--- src/logic/bmc_pkg.sv ---
package bmc_pkg;

  localparam int NUM_CHANNELS = 8;
  localparam int NUM_IRQ      = 3;
  localparam int NUM_SLAVES   = 3;

  // bus and payload widths
  typedef logic [15:0]                       wb_addr_t; // word address, no byte lanes
  typedef logic [15:0]                       wb_data_t;
  typedef logic [11:0]                       adc_value_t;
  typedef logic [$clog2(NUM_CHANNELS)-1:0]   adc_chan_t;
  typedef logic [7:0]                        sys_config_t;
  typedef logic [NUM_IRQ-1:0]                irq_vec_t;

  // slave select positions in the decoder
  localparam int SEL_SYSCONF = 0;
  localparam int SEL_LEVCHK  = 1;
  localparam int SEL_IRQC    = 2;

  // address map, inclusive bounds
  localparam wb_addr_t SYSCONF_BASE = 16'h0000;
  localparam wb_addr_t SYSCONF_HIGH = 16'h000F;
  localparam wb_addr_t LEVCHK_BASE  = 16'h0100;
  localparam wb_addr_t LEVCHK_HIGH  = 16'h01FF;
  localparam wb_addr_t IRQC_BASE    = 16'h0200;
  localparam wb_addr_t IRQC_HIGH    = 16'h020F;

  localparam wb_data_t BOARD_ID        = 16'h00B3;
  localparam int       DEBOUNCE_CYCLES = 16;
  localparam adc_value_t ADC_MAX       = 12'hFFF; // full scale, high threshold after reset

  // interrupt source bit positions
  localparam int IRQ_LEVEL  = 0;
  localparam int IRQ_BUTTON = 1;
  localparam int IRQ_BUSERR = 2;

  // sys_config offsets
  localparam wb_addr_t REG_CONFIG   = 16'h0000;
  localparam wb_addr_t REG_BOARD_ID = 16'h0001;

  // level checker offsets
  localparam wb_addr_t REG_LOW_BASE  = 16'h0000; // eight low thresholds
  localparam wb_addr_t REG_HIGH_BASE = 16'h0008; // eight high thresholds
  localparam wb_addr_t REG_IN_RANGE  = 16'h0010;

  // irq controller offsets
  localparam wb_addr_t REG_STATUS = 16'h0000;
  localparam wb_addr_t REG_MASK   = 16'h0001;

  localparam int CFG_CHECK_EN = 0; // config bit that enables level checking

  typedef struct packed {
    logic     cyc;
    logic     stb;
    logic     we;
    wb_addr_t adr;
    wb_data_t dat;
  } wb_req_t;

  typedef struct packed {
    logic     ack;
    logic     err;
    wb_data_t dat;
  } wb_rsp_t;

  typedef struct packed {
    logic       valid;
    adc_chan_t  channel;
    adc_value_t value;
  } adc_sample_t;

endpackage
--- src/logic/bmc_top.sv ---
`timescale 1ns/1ns

module bmc_top (
  input  logic                 gclk40,
  input  logic                 hard_reset,
  input  bmc_pkg::wb_req_t     wb_req_i,
  output bmc_pkg::wb_rsp_t     wb_rsp_o,
  input  bmc_pkg::adc_sample_t adc_sample_i,
  input  logic                 chs_powerdown_n_i,
  output bmc_pkg::sys_config_t sys_config_o,
  output logic                 irq_o
);

  bmc_pkg::wb_req_t               s_req;
  logic [bmc_pkg::NUM_SLAVES-1:0] s_sel;
  bmc_pkg::wb_rsp_t               sysconf_rsp;
  bmc_pkg::wb_rsp_t               levchk_rsp;
  bmc_pkg::wb_rsp_t               irqc_rsp;
  bmc_pkg::sys_config_t           sys_config;
  bmc_pkg::irq_vec_t              irq_src;
  logic                           unmapped;
  logic                           level_viol;
  logic                           button_press;

  wb_decoder wb_decoder_inst (
    .gclk40        (gclk40),
    .hard_reset    (hard_reset),
    .m_req_i       (wb_req_i),
    .m_rsp_o       (wb_rsp_o),
    .s_req_o       (s_req),
    .s_sel_o       (s_sel),
    .sysconf_rsp_i (sysconf_rsp),
    .levchk_rsp_i  (levchk_rsp),
    .irqc_rsp_i    (irqc_rsp),
    .unmapped_o    (unmapped)
  );

  sys_config sys_config_inst (
    .gclk40       (gclk40),
    .hard_reset   (hard_reset),
    .req_i        (s_req),
    .sel_i        (s_sel[bmc_pkg::SEL_SYSCONF]),
    .rsp_o        (sysconf_rsp),
    .sys_config_o (sys_config)
  );

  level_checker level_checker_inst (
    .gclk40      (gclk40),
    .hard_reset  (hard_reset),
    .req_i       (s_req),
    .sel_i       (s_sel[bmc_pkg::SEL_LEVCHK]),
    .rsp_o       (levchk_rsp),
    .check_en_i  (sys_config[bmc_pkg::CFG_CHECK_EN]),
    .sample_i    (adc_sample_i),
    .violation_o (level_viol)
  );

  switch_debouncer debouncer_pwr_inst (
    .gclk40     (gclk40),
    .hard_reset (hard_reset),
    .button_n_i (chs_powerdown_n_i),
    .press_o    (button_press)
  );

  // event pulses in package bit order
  assign irq_src[bmc_pkg::IRQ_LEVEL]  = level_viol;
  assign irq_src[bmc_pkg::IRQ_BUTTON] = button_press;
  assign irq_src[bmc_pkg::IRQ_BUSERR] = unmapped;

  irq_controller irq_controller_inst (
    .gclk40     (gclk40),
    .hard_reset (hard_reset),
    .req_i      (s_req),
    .sel_i      (s_sel[bmc_pkg::SEL_IRQC]),
    .rsp_o      (irqc_rsp),
    .irq_src_i  (irq_src),
    .irq_o      (irq_o)
  );

  assign sys_config_o = sys_config;

endmodule

--- src/logic/switch_debouncer.sv ---
`timescale 1ns/1ns

module switch_debouncer (
  input  logic gclk40,
  input  logic hard_reset,
  input  logic button_n_i,
  output logic press_o
);

  typedef enum logic {
    BTN_RELEASED,
    BTN_PRESSED
  } btn_state_t;

  logic                                      sync1_q;
  logic                                      sync2_q;
  btn_state_t                                state_q;
  btn_state_t                                level;
  logic [$clog2(bmc_pkg::DEBOUNCE_CYCLES)-1:0] count_q;
  logic                                      press_q;

  assign level = sync2_q ? BTN_RELEASED : BTN_PRESSED; // active low button

  always_ff @(posedge gclk40) begin
    if (!hard_reset) begin
      sync1_q <= 1'b1; // idle released
      sync2_q <= 1'b1;
      state_q <= BTN_RELEASED;
      count_q <= '0;
      press_q <= 1'b0;
    end else begin
      sync1_q <= button_n_i;
      sync2_q <= sync1_q;
      press_q <= 1'b0;
      if (level == state_q) begin
        count_q <= '0; // glitch over, start again
      end else if (count_q == bmc_pkg::DEBOUNCE_CYCLES - 1) begin
        count_q <= '0;
        state_q <= level;
        press_q <= (level == BTN_PRESSED);
      end else begin
        count_q <= count_q + 1'b1;
      end
    end
  end

  assign press_o = press_q;

endmodule

--- src/logic/irq_controller.sv ---
`timescale 1ns/1ns

module irq_controller (
  input  logic              gclk40,
  input  logic              hard_reset,
  input  bmc_pkg::wb_req_t  req_i,
  input  logic              sel_i,
  output bmc_pkg::wb_rsp_t  rsp_o,
  input  bmc_pkg::irq_vec_t irq_src_i,
  output logic              irq_o
);

  bmc_pkg::wb_addr_t  offs;
  logic               access;
  logic               ack_q;
  logic               status_wr;
  bmc_pkg::irq_vec_t  clr;
  bmc_pkg::irq_vec_t  status_q;
  bmc_pkg::irq_vec_t  mask_q;
  bmc_pkg::wb_data_t  rdata_q;
  logic               irq_q;

  assign offs      = req_i.adr - bmc_pkg::IRQC_BASE;
  assign access    = sel_i & ~ack_q;
  assign status_wr = access & req_i.we & (offs == bmc_pkg::REG_STATUS);
  assign clr       = status_wr ? bmc_pkg::irq_vec_t'(req_i.dat) : '0; // write one to clear

  always_ff @(posedge gclk40) begin
    if (!hard_reset) begin
      ack_q    <= 1'b0;
      status_q <= '0;
      mask_q   <= '0;
      irq_q    <= 1'b0;
    end else begin
      ack_q    <= access;
      status_q <= (status_q & ~clr) | irq_src_i; // new event wins over clear
      irq_q    <= |(status_q & mask_q);
      if (access && req_i.we && offs == bmc_pkg::REG_MASK) begin
        mask_q <= bmc_pkg::irq_vec_t'(req_i.dat);
      end
    end
  end

  always_ff @(posedge gclk40) begin
    if (access && !req_i.we) begin
      case (offs)
        bmc_pkg::REG_STATUS: rdata_q <= bmc_pkg::wb_data_t'(status_q);
        bmc_pkg::REG_MASK:   rdata_q <= bmc_pkg::wb_data_t'(mask_q);
        default:             rdata_q <= '0;
      endcase
    end
  end

  assign rsp_o.ack = ack_q;
  assign rsp_o.err = 1'b0;
  assign rsp_o.dat = rdata_q;
  assign irq_o     = irq_q;

  // sticky bits only drop after a status write
  assert property (@(posedge gclk40) disable iff (!hard_reset)
    (|($past(status_q) & ~status_q)) |-> $past(status_wr));

endmodule

--- src/logic/level_checker.sv ---
`timescale 1ns/1ns

module level_checker (
  input  logic                 gclk40,
  input  logic                 hard_reset,
  input  bmc_pkg::wb_req_t     req_i,
  input  logic                 sel_i,
  output bmc_pkg::wb_rsp_t     rsp_o,
  input  logic                 check_en_i,
  input  bmc_pkg::adc_sample_t sample_i,
  output logic                 violation_o
);

  bmc_pkg::adc_value_t             low_thr  [bmc_pkg::NUM_CHANNELS];
  bmc_pkg::adc_value_t             high_thr [bmc_pkg::NUM_CHANNELS];
  logic [bmc_pkg::NUM_CHANNELS-1:0] in_range_q;

  bmc_pkg::wb_addr_t   offs;
  bmc_pkg::adc_chan_t  thr_idx;
  logic                is_thr;
  logic                is_high;
  logic                access;
  logic                ack_q;
  bmc_pkg::wb_data_t   rdata_q;
  logic                sample_ok;
  logic                violation_q;

  assign offs    = req_i.adr - bmc_pkg::LEVCHK_BASE;
  assign is_thr  = offs < bmc_pkg::REG_IN_RANGE; // 0x00..0x0F
  assign is_high = offs >= bmc_pkg::REG_HIGH_BASE;
  assign thr_idx = bmc_pkg::adc_chan_t'(offs);
  assign access  = sel_i & ~ack_q;

  // inclusive on both ends
  assign sample_ok = (sample_i.value >= low_thr[sample_i.channel]) &&
                     (sample_i.value <= high_thr[sample_i.channel]);

  always_ff @(posedge gclk40) begin
    if (!hard_reset) begin
      ack_q       <= 1'b0;
      violation_q <= 1'b0;
      in_range_q  <= '1;
      for (int i = 0; i < bmc_pkg::NUM_CHANNELS; i++) begin
        low_thr[i]  <= '0;
        high_thr[i] <= bmc_pkg::ADC_MAX;
      end
    end else begin
      ack_q       <= access;
      violation_q <= 1'b0;
      if (access && req_i.we && is_thr) begin
        if (is_high) begin
          high_thr[thr_idx] <= bmc_pkg::adc_value_t'(req_i.dat);
        end else begin
          low_thr[thr_idx]  <= bmc_pkg::adc_value_t'(req_i.dat);
        end
      end
      // disabled checker leaves in_range frozen
      if (sample_i.valid && check_en_i) begin
        in_range_q[sample_i.channel] <= sample_ok;
        violation_q                  <= ~sample_ok;
      end
    end
  end

  always_ff @(posedge gclk40) begin
    if (access && !req_i.we) begin
      if (is_thr && is_high) begin
        rdata_q <= bmc_pkg::wb_data_t'(high_thr[thr_idx]);
      end else if (is_thr) begin
        rdata_q <= bmc_pkg::wb_data_t'(low_thr[thr_idx]);
      end else if (offs == bmc_pkg::REG_IN_RANGE) begin
        rdata_q <= bmc_pkg::wb_data_t'(in_range_q);
      end else begin
        rdata_q <= '0;
      end
    end
  end

  assign rsp_o.ack   = ack_q;
  assign rsp_o.err   = 1'b0;
  assign rsp_o.dat   = rdata_q;
  assign violation_o = violation_q;

  // a violation needs check enable on the sample cycle
  assert property (@(posedge gclk40) disable iff (!hard_reset)
    violation_o |-> $past(check_en_i));

endmodule

--- src/logic/sys_config.sv ---
`timescale 1ns/1ns

module sys_config (
  input  logic                 gclk40,
  input  logic                 hard_reset,
  input  bmc_pkg::wb_req_t     req_i,
  input  logic                 sel_i,
  output bmc_pkg::wb_rsp_t     rsp_o,
  output bmc_pkg::sys_config_t sys_config_o
);

  bmc_pkg::wb_addr_t    offs;
  logic                 access;
  logic                 ack_q;
  bmc_pkg::wb_data_t    rdata_q;
  bmc_pkg::sys_config_t cfg_q;

  assign offs   = req_i.adr - bmc_pkg::SYSCONF_BASE;
  assign access = sel_i & ~ack_q; // first cycle of the access only

  always_ff @(posedge gclk40) begin
    if (!hard_reset) begin
      ack_q <= 1'b0;
      cfg_q <= '0;
    end else begin
      ack_q <= access;
      // board id writes fall through and are dropped
      if (access && req_i.we && offs == bmc_pkg::REG_CONFIG) begin
        cfg_q <= bmc_pkg::sys_config_t'(req_i.dat);
      end
    end
  end

  always_ff @(posedge gclk40) begin
    if (access && !req_i.we) begin
      case (offs)
        bmc_pkg::REG_CONFIG:   rdata_q <= bmc_pkg::wb_data_t'(cfg_q);
        bmc_pkg::REG_BOARD_ID: rdata_q <= bmc_pkg::BOARD_ID;
        default:               rdata_q <= '0;
      endcase
    end
  end

  assign rsp_o.ack = ack_q;
  assign rsp_o.err = 1'b0;
  assign rsp_o.dat = rdata_q;

  assign sys_config_o = cfg_q; // new value visible in the ack cycle

endmodule

--- src/logic/wb_decoder.sv ---
`timescale 1ns/1ns

module wb_decoder (
  input  logic                            gclk40,
  input  logic                            hard_reset,
  input  bmc_pkg::wb_req_t                m_req_i,
  output bmc_pkg::wb_rsp_t                m_rsp_o,
  output bmc_pkg::wb_req_t                s_req_o,
  output logic [bmc_pkg::NUM_SLAVES-1:0]  s_sel_o,
  input  bmc_pkg::wb_rsp_t                sysconf_rsp_i,
  input  bmc_pkg::wb_rsp_t                levchk_rsp_i,
  input  bmc_pkg::wb_rsp_t                irqc_rsp_i,
  output logic                            unmapped_o
);

  logic [bmc_pkg::NUM_SLAVES-1:0] hit;
  logic                           strobe;
  logic                           err_q;

  function automatic logic in_region(
    input bmc_pkg::wb_addr_t adr,
    input bmc_pkg::wb_addr_t base,
    input bmc_pkg::wb_addr_t high
  );
    in_region = (adr >= base) && (adr <= high);
  endfunction

  assign strobe = m_req_i.cyc & m_req_i.stb;

  assign hit[bmc_pkg::SEL_SYSCONF] =
    in_region(m_req_i.adr, bmc_pkg::SYSCONF_BASE, bmc_pkg::SYSCONF_HIGH);
  assign hit[bmc_pkg::SEL_LEVCHK] =
    in_region(m_req_i.adr, bmc_pkg::LEVCHK_BASE, bmc_pkg::LEVCHK_HIGH);
  assign hit[bmc_pkg::SEL_IRQC] =
    in_region(m_req_i.adr, bmc_pkg::IRQC_BASE, bmc_pkg::IRQC_HIGH);

  // request is shared, only the selected slave sees its strobe through sel
  assign s_req_o = m_req_i;
  assign s_sel_o = hit & {bmc_pkg::NUM_SLAVES{strobe}};

  // unmapped access answered here with a one cycle err
  always_ff @(posedge gclk40) begin
    if (!hard_reset) begin
      err_q <= 1'b0;
    end else begin
      err_q <= strobe & ~(|hit) & ~err_q;
    end
  end

  assign unmapped_o = err_q; // same cycle as err

  always_comb begin
    m_rsp_o = '0;
    if (err_q) begin
      m_rsp_o.err = 1'b1; // data stays zero
    end else if (s_sel_o[bmc_pkg::SEL_SYSCONF]) begin
      m_rsp_o = sysconf_rsp_i;
    end else if (s_sel_o[bmc_pkg::SEL_LEVCHK]) begin
      m_rsp_o = levchk_rsp_i;
    end else if (s_sel_o[bmc_pkg::SEL_IRQC]) begin
      m_rsp_o = irqc_rsp_i;
    end
  end

  // a slave ack must never coincide with the local err
  assert property (@(posedge gclk40) disable iff (!hard_reset)
    !(err_q && (sysconf_rsp_i.ack || levchk_rsp_i.ack || irqc_rsp_i.ack)));

endmodule

--- config.mk ---
export PLATFORM = sky130hd
export DESIGN_NAME = bmc_top
export DESIGN_NICKNAME = d
export VERILOG_FILES = /design/src/logic/bmc_pkg.sv /design/src/logic/bmc_top.sv /design/src/logic/switch_debouncer.sv /design/src/logic/irq_controller.sv /design/src/logic/level_checker.sv /design/src/logic/sys_config.sv /design/src/logic/wb_decoder.sv
export SDC_FILE = /design/constraint.sdc
export NUM_CORES = 1
export LEC_CHECK = 0
export ABC_AREA = 1
export BUFFER_PORTS_ARGS = -buffer_cell sky130_fd_sc_hd__clkbuf_2
export CAP_MARGIN = 20
export CORE_ASPECT_RATIO = 0.5
export CORE_MARGIN = 4
export CORE_UTILIZATION = 40
export CTS_CLUSTER_DIAMETER = 150
export CTS_CLUSTER_SIZE = 25
export DETAILED_ROUTE_END_ITERATION = 12
export PLACE_DENSITY = 0.56
export SLEW_MARGIN = 20
export SYNTH_ARGS = -nofsm -noshare
export SYNTH_HDL_FRONTEND = slang
export SYNTH_SLANG_ARGS = --single-unit
--- constraint.sdc ---
create_clock -name gclk40 -period 4 [get_ports gclk40]
set_input_delay 0.6 -clock gclk40 [delete_from_list [all_inputs] [get_ports gclk40]]
set_output_delay 0.6 -clock gclk40 [all_outputs]
set_load 0.02 [all_outputs]
==> out/results.txt, run 1 <==
status: complete, no violations
Synth Warn #: 0
Synth Area in XOR/XNOR: 0.448%
Min-Delay Path Class: input port to register
Combinational Power Share: 12.8%
area of the multi-input gates: 5460 µm²
clock sinks: 251
drt total wl: 49000 µm
GR Overflow Total: 0
total CTS buffers: 14
largest net degree at the start of global routing: 64
DRC Markers: 0
Syn Inst Count: 1519
critical path arrival: 3570 ps
H-tree levels: 1
global-route wire length before repair: 72800 µm
RSZ-0062 raised after global routing: false
sequential cell area: 7180 µm²
clock root cell: clkbuf_16
crit start category: input port
Simple-Gate Fraction of Synth Area: 22.5%
dominant register cell in the synthesized netlist: edfxtp_1
Sw Share: 27.4%
most frequent CP cell: nand2_1
routability cong.: 0.984
DR iter-0 viols: 1698
Seq pwr share: 55.8%
multiplexer share of the synthesized area: 0%
Hold Slack: 270 ps
GRT Total Usage: 25.3%
setup bufs post-CTS: 0
cell-internal power: 3.78 mW
cell depth of the worst setup path: 16
Cell Chain, Critical Path: clkbuf_2 > inv_1 > ha_1 > nand2_1 > nand2_1 > inv_1 > nand2_1 > nand3_1 > nor2_1 > nand4_4 > inv_2 > nand2_2 > inv_2 > buf_4 > buf_4 > nand4_1
initial antenna violation count: 0
Final ANT Viol Nets: 0
area delta synth->final: 10.8%
post-route clock period utilization: 83.3%
# rows: 47
cell area after synthesis: 13700 µm²
setup tns final: 0 ps
Die Span Y: 139 µm
Max VDD drop: 0.000223 V
Leak: 5.76 nW
Req. time, crit path: 4240 ps
layout filler cell count: 3208
placed cell areas: 14700 µm²
Core ar.: 33400 µm²
Port Buffers: 72
relative slew slack: 46.6%
Reg clk slew, reported paths: 110 ps
Final setup viols: 0
sequential fraction of the synthesis area: 52.5%
CTS tree: done
clk_lat worst skew: 510 ps
CTS max path bufs: 3
Cells on Worst Hold Path: 2
Critical Path End Type: register
cell taking the most area after synthesis: edfxtp_1
Final Critical Period: 3330 ps
R2R cell count: 15
post-route design area: 15100 µm²
max incr delay on CP: 390 ps
Synth async-reset ratio: 0%
max frequency: 0.300 GHz
critical path peak fanout: 27
Initial Util: 40.9%
Post-Synth Adder-Cell Area: 3.02%
io pins: 81
Synth Register Bits: 251
Avg Cell Area, Syn: 9.00 µm²
HPWL after detailed placement: 33700 µm
die width: 270 µm
Setup Crit Path Kind: input port to register
die area: 37400 µm²
Synth Area in Compound Gates: 13.6%
vias in the first global route: 11600
nets: 1666
Via density: 6.06
Pre-Repair DR Iteration Count: 6
Final Skew: 35.1 ps
share of post-route cells with drive strength above 1: 13.1%
Fin. Hold Viols: 0
Buf/Inv on CP: 7
Netlist cell types: 49
antenna diode count: 0
Synth top area share: 47.2%
slowest CP cell: inv_2
number of enable flip-flop cells after synthesis: 215
switching pwr: 1.43 mW
post_cts resized: 0
top cells by area, synth: edfxtp_1 47%, nand2_1 6.3%, nor2_1 5.9%
clock share of power: 31.3%
Crit path max-delay family: buffers and inverters
Routed WL per cell: 24.2 µm
Post-synth top cells: 231 x nand2_1, 215 x edfxtp_1, 214 x nor2_1
max-slew violations: 0
largest family of logic cells by synthesized area: simple AND/OR/NAND/NOR gates
worst slew pin tran: 800 ps
count leader, synth: nand2_1
cts hold-fix bufs: 0
PD cells: 343 nW/µm²
vias: 12300
Max Cap Viol: 0
==> sequential cells by signal, summed over array words and instances, names as in the netlist, 3 cells and up <==
signal and cells:
level_checker_inst.high_thr 96, level_checker_inst.low_thr 96, level_checker_inst.rdata_q 12, level_checker_inst.in_range_q 8, sys_config_inst.rdata_q 8, sys_config_inst.sys_config_o 8, debouncer_pwr_inst.count_q 4, irq_controller_inst.mask_q 3
irq_controller_inst.rdata_q 3, irq_controller_inst.status_q 3
==> per-layer routing <==
| metal | vias up | global-route usage, % | routed length [µm] |
|---|---|---|---|
| met5 | - | 0 | 0 |
| met3 | 102 | 4.98 | 5350 |
| met2 | 762 | 38.5 | 21200 |
| met1 | 5899 | 37.0 | 21000 |
| met4 | 0 | 6.82 | 1490 |
| li1 | 5501 | - | - |
==> layout make-up <==
type / instances / area share, %
Multi-Input combinational cell: 1015 / 36.1
Clock buffer: 20 / 2.60
Sequential cell: 251 / 47.4
Clock inverter: 1 / 0.198
Tap cell: 441 / 3.64
Inverter: 144 / 3.57
Timing Repair Buffer: 153 / 6.56
==> worst register-to-register path, stage by stage (launching register included) <==
cell	delay [ps]
edfxtp_1	420
a22o_1	260
a221oi_1	460
nand4_1	250
inv_1	120
ha_1	230
nand2_1	80
inv_1	40
nand3_1	210
nor2_1	70
nand2_1	80
nand3_1	60
o41ai_1	60
nand2_1	110
buf_4	180
o21ai_0	160
==> cells by family after synthesis <==
logic type,after synthesis
flip-flops,251
adder cells (fa/ha/maj),33
AO/OA/AOI/OAI,299
XOR/XNOR,7
AND/OR/NAND/NOR,672
other,1
buffers and inverters,256
==> power groups by stage <==
stage / clock (mW) / sequential (mW) / combinational [mW]
4_1_cts: 1.64 / 2.90 / 0.648
3_5_place_dp: 0 / 2.96 / 0.645
5_1_grt: 1.75 / 2.91 / 0.711
2_1_floorplan: 0 / 2.95 / 0.365
3_3_place_gp: 0 / 2.96 / 0.631
6_report: 1.63 / 2.91 / 0.667
==> path summary, 6_finish.rpt <==
| path | startpoint | to | slack, ps |
|---|---|---|---|
| min reg2reg | debouncer_pwr_inst.sync1_q$_SDFF_PN1_ | debouncer_pwr_inst.sync2_q$_SDFF_PN1_ | 420 |
| max | wb_req_i[25] | level_checker_inst.high_thr[0][1]$_SDFFCE_PN1P_ | 670 |
| max reg2reg | level_checker_inst.high_thr[4][10]$_SDFFCE_PN1P_ | level_checker_inst.in_range_q[3]$_SDFFE_PN1P_ | 1130 |
| min | chs_powerdown_n_i | debouncer_pwr_inst.sync1_q$_SDFF_PN1_ | 270 |
==> per-stage QoR <==
step           util (%)  cells  power [mW]  setup slack (ps)
6_report           45.4   2025        5.20               670
5_1_grt            45.4   2025        5.37               421
4_1_cts            45.4   2025        5.19               758
3_5_place_dp       44.1   2004        3.61               220
3_3_place_gp       44.1   2004        3.59               309
2_1_floorplan         -   1522        3.32              1040
==> cells in the final DEF, fill, tap and decap left out, drive strengths merged, types with 3 or more instances in the layout <==
cell type / count
o221ai: 4
inv: 141
buf: 81
nor2: 231
xor2: 3
o2111ai: 5
ha: 33
nand2: 233
o22ai: 10
nand3: 66
edfxtp: 215
a21oi: 83
or2: 4
a31oi: 3
nor3: 10
a221oi: 42
o31ai: 3
a22oi: 36
clkbuf: 92
conb: 4
clkinv: 4
o21ai: 94
o211ai: 5
nand4: 126
dfxtp: 36
xnor2: 4
a22o: 5
o211a: 3
No activity file was read; power rests on OpenSTA's default activity.
==> inputs of run 2 (changes only) <==
Settings changed: PLACE_DENSITY 0.56 to 0.58.
Clock period 4 ns to 2.7 ns, I/O delays scaled along.
==> out/results.txt, run 2 (synthesized netlist as in run 1, its figures left out) <==
Max Cap Viol: 0 (unchanged)
vias in the first global route: 11900 (was 11600)
critical path arrival: 2150 ps (was 3570 ps)
PD cells: 481 nW/µm² (was 343 nW/µm²)
Routed WL per cell: 22.8 µm (was 24.2 µm)
Die Span Y: 139 µm (unchanged)
area of the multi-input gates: 5520 µm² (was 5460 µm²)
reg2reg end: level_checker_inst.violation_o$_SDFF_PN0_ (was level_checker_inst.in_range_q[3]$_SDFFE_PN1P_)
setup tns final: 0 ps (unchanged)
HPWL after detailed placement: 35800 µm (was 33700 µm)
Final setup viols: 0 (unchanged)
clock root cell: clkbuf_16 (unchanged)
Initial Util: 40.9% (unchanged)
most frequent CP cell: nor2_1 (was nand2_1)
vias: 12500 (was 12300)
drt total wl: 48100 µm (was 49000 µm)
nets: 1745 (was 1666)
Port Buffers: 72 (unchanged)
flop2flop setup slack: 210 ps (was 1130 ps)
Placed Cells: 2083 (was 2004)
Via density: 5.91 (was 6.06)
Cell Chain, Critical Path: clkbuf_2 > nor2_1 > nand2_2 > nor2_2 > buf_4 > nor2_1 > nor2_1 > nand3_1 > inv_1 > nand3_1 > a21oi_1 > clkbuf_2 (was clkbuf_2 > inv_1 > ha_1 > nand2_1 > nand2_1 > inv_1 > nand2_1 > nand3_1 > nor2_1 > nand4_4 > inv_2 > nand2_2 > inv_2 > buf_4 > buf_4 > nand4_1)
die width: 270 µm (unchanged)
most frequent cells in the layout: 226 x nand2_1, 215 x edfxtp_1, 212 x nor2_1 (was 231 x nand2_1, 215 x edfxtp_1, 214 x nor2_1)
share of post-route cells with drive strength above 1: 18.1% (was 13.1%)
status: complete, no violations (unchanged)
critical path peak fanout: 6 (was 27)
Hold Startpoint: wb_req_i[5] (was chs_powerdown_n_i)
Final Skew: 29.8 ps (was 35.1 ps)
slowest CP cell: nor2_1 (was inv_2)
DRC Markers: 0 (unchanged)
layout filler cell count: 3125 (was 3208)
Reg clk slew, reported paths: 100 ps (was 110 ps)
post-place setup slack: -388 ps (was 220 ps)
clk_lat worst skew: 520 ps (was 510 ps)
Final ANT Viol Nets: 0 (unchanged)
# rows: 47 (unchanged)
GRT Total Usage: 24.6% (was 25.3%)
CTS tree: done (unchanged)
total CTS buffers: 14 (unchanged)
FF-to-FF Start: level_checker_inst.low_thr[1][9]$_SDFFCE_PN0P_ (was level_checker_inst.high_thr[4][10]$_SDFFCE_PN1P_)
clock sinks: 251 (unchanged)
crit start category: input port (unchanged)
commonest non-fill, non-tap cell in the layout: nand2_1 (unchanged)
relative slew slack: 40.0% (was 46.6%)
H-tree levels: 1 (unchanged)
io pins: 81 (unchanged)
worst slew pin tran: 899 ps (was 800 ps)
worst setup margin: 145 ps (was 670 ps)
sequential cell area: 7180 µm² (unchanged)
DR iter-0 viols: 1797 (was 1698)
Req. time, crit path: 2300 ps (was 4240 ps)
RSZ-0062 raised after global routing: false (unchanged)
GR Overflow Total: 0 (unchanged)
max-slew violations: 0 (unchanged)
R2R cell count: 14 (was 15)
Min-Delay Path Class: input port to register (unchanged)
Fin. Hold Viols: 0 (unchanged)
area delta synth->final: 17.5% (was 10.8%)
initial antenna violation count: 1 (was 0)
Largest regs: level_checker_inst.high_thr (96), level_checker_inst.low_thr (96), level_checker_inst.rdata_q (12) (unchanged)
CTS max path bufs: 3 (unchanged)
Max VDD drop: 0.000287 V (was 0.000223 V)
Core ar.: 33400 µm² (unchanged)
global-route wire length before repair: 71600 µm (was 72800 µm)
Leak: 6.23 nW (was 5.76 nW)
Final Critical Period: 2560 ps
largest net degree at the start of global routing: 63 (was 64)
max incr delay on CP: 240 ps (was 390 ps)
Critical Path End Type: output port (was register)
total power draw: 7.74 mW (was 5.20 mW)
fin cells: 2106 (was 2025)
Setup Crit Path Kind: input port to output port (was input port to register)
Pre-Repair DR Iteration Count: 5 (was 6)
routability cong.: 0.998 (was 0.984)
max frequency: 0.391 GHz
Cells on Worst Hold Path: 3 (was 2)
post-route clock period utilization: 94.6%
die area: 37400 µm² (unchanged)
Hold EP: sys_config_inst.sys_config_o[5]$_SDFFE_PN0P_ (was debouncer_pwr_inst.sync1_q$_SDFF_PN1_)
[run 2: layout make-up]
type                            instances  share of cell area [%]
Timing Repair Buffer                  232                    11.5
Tap cell                              441                    3.43
Clock inverter                          1                   0.187
Inverter                              144                    3.36
Multi-Input combinational cell       1015                    34.4
Sequential cell                       251                    44.7
Clock buffer                           20                    2.45
Antenna cell                            2                  0.0311
[run 2: power breakdown]
part	total (mW)	switching [mW]	leakage, nW	internal (mW)
clock	2.37	1.32	0.202	1.05
sequential	4.31	0.0536	2.31	4.26
combinational	1.05	0.690	3.72	0.364
total	7.74	2.06	6.23	5.67
[run 2: worst max-delay path: cells and delay by family]
family	cells	cell delay (ps)
simple gates	7	1010
compound gates	1	170
buf+inv	4	560
[run 2: worst max path at each step]
stage                                                              start                                            end  cells past startpoint
after global placement                                  adc_sample_i[14]      level_checker_inst.violation_o$_SDFF_PN0_                     19
after CTS                                                   wb_req_i[25]                                    wb_rsp_o[4]                     13
after global routing      level_checker_inst.low_thr[1][9]$_SDFFCE_PN0P_      level_checker_inst.violation_o$_SDFF_PN0_                     14
after floorplan                                         adc_sample_i[13]      level_checker_inst.violation_o$_SDFF_PN0_                     13
after detailed placement                                adc_sample_i[13]  level_checker_inst.in_range_q[6]$_SDFFE_PN1P_                     15
final                                                       wb_req_i[23]                                    wb_rsp_o[1]                     12
[run 2: through the flow]
stage | hold slack (ps) | instance area (µm²) | utilization, %
after global placement | 402 | 15600 | 46.7
after detailed placement | 407 | 15600 | 46.7
after global routing | 148 | 16100 | 48.1
final | 158 | 16100 | 48.1
after floorplan | 393 | 13700 | -
after CTS | 146 | 16000 | 47.9
[run 2: what timing repair did]
action | 4_1_cts | 5_1_grt
hold buffers | 0 | 0
resized for setup | 1 | 15
setup buffers | 0 | 0
setup endpoints to repair | 1 | 22
[run 2: layer usage]
metal	wire [µm]	track usage (%)
met1	21100	35.6
met2	21000	38.3
met3	4670	4.55
met4	1330	6.55
met5	0	0
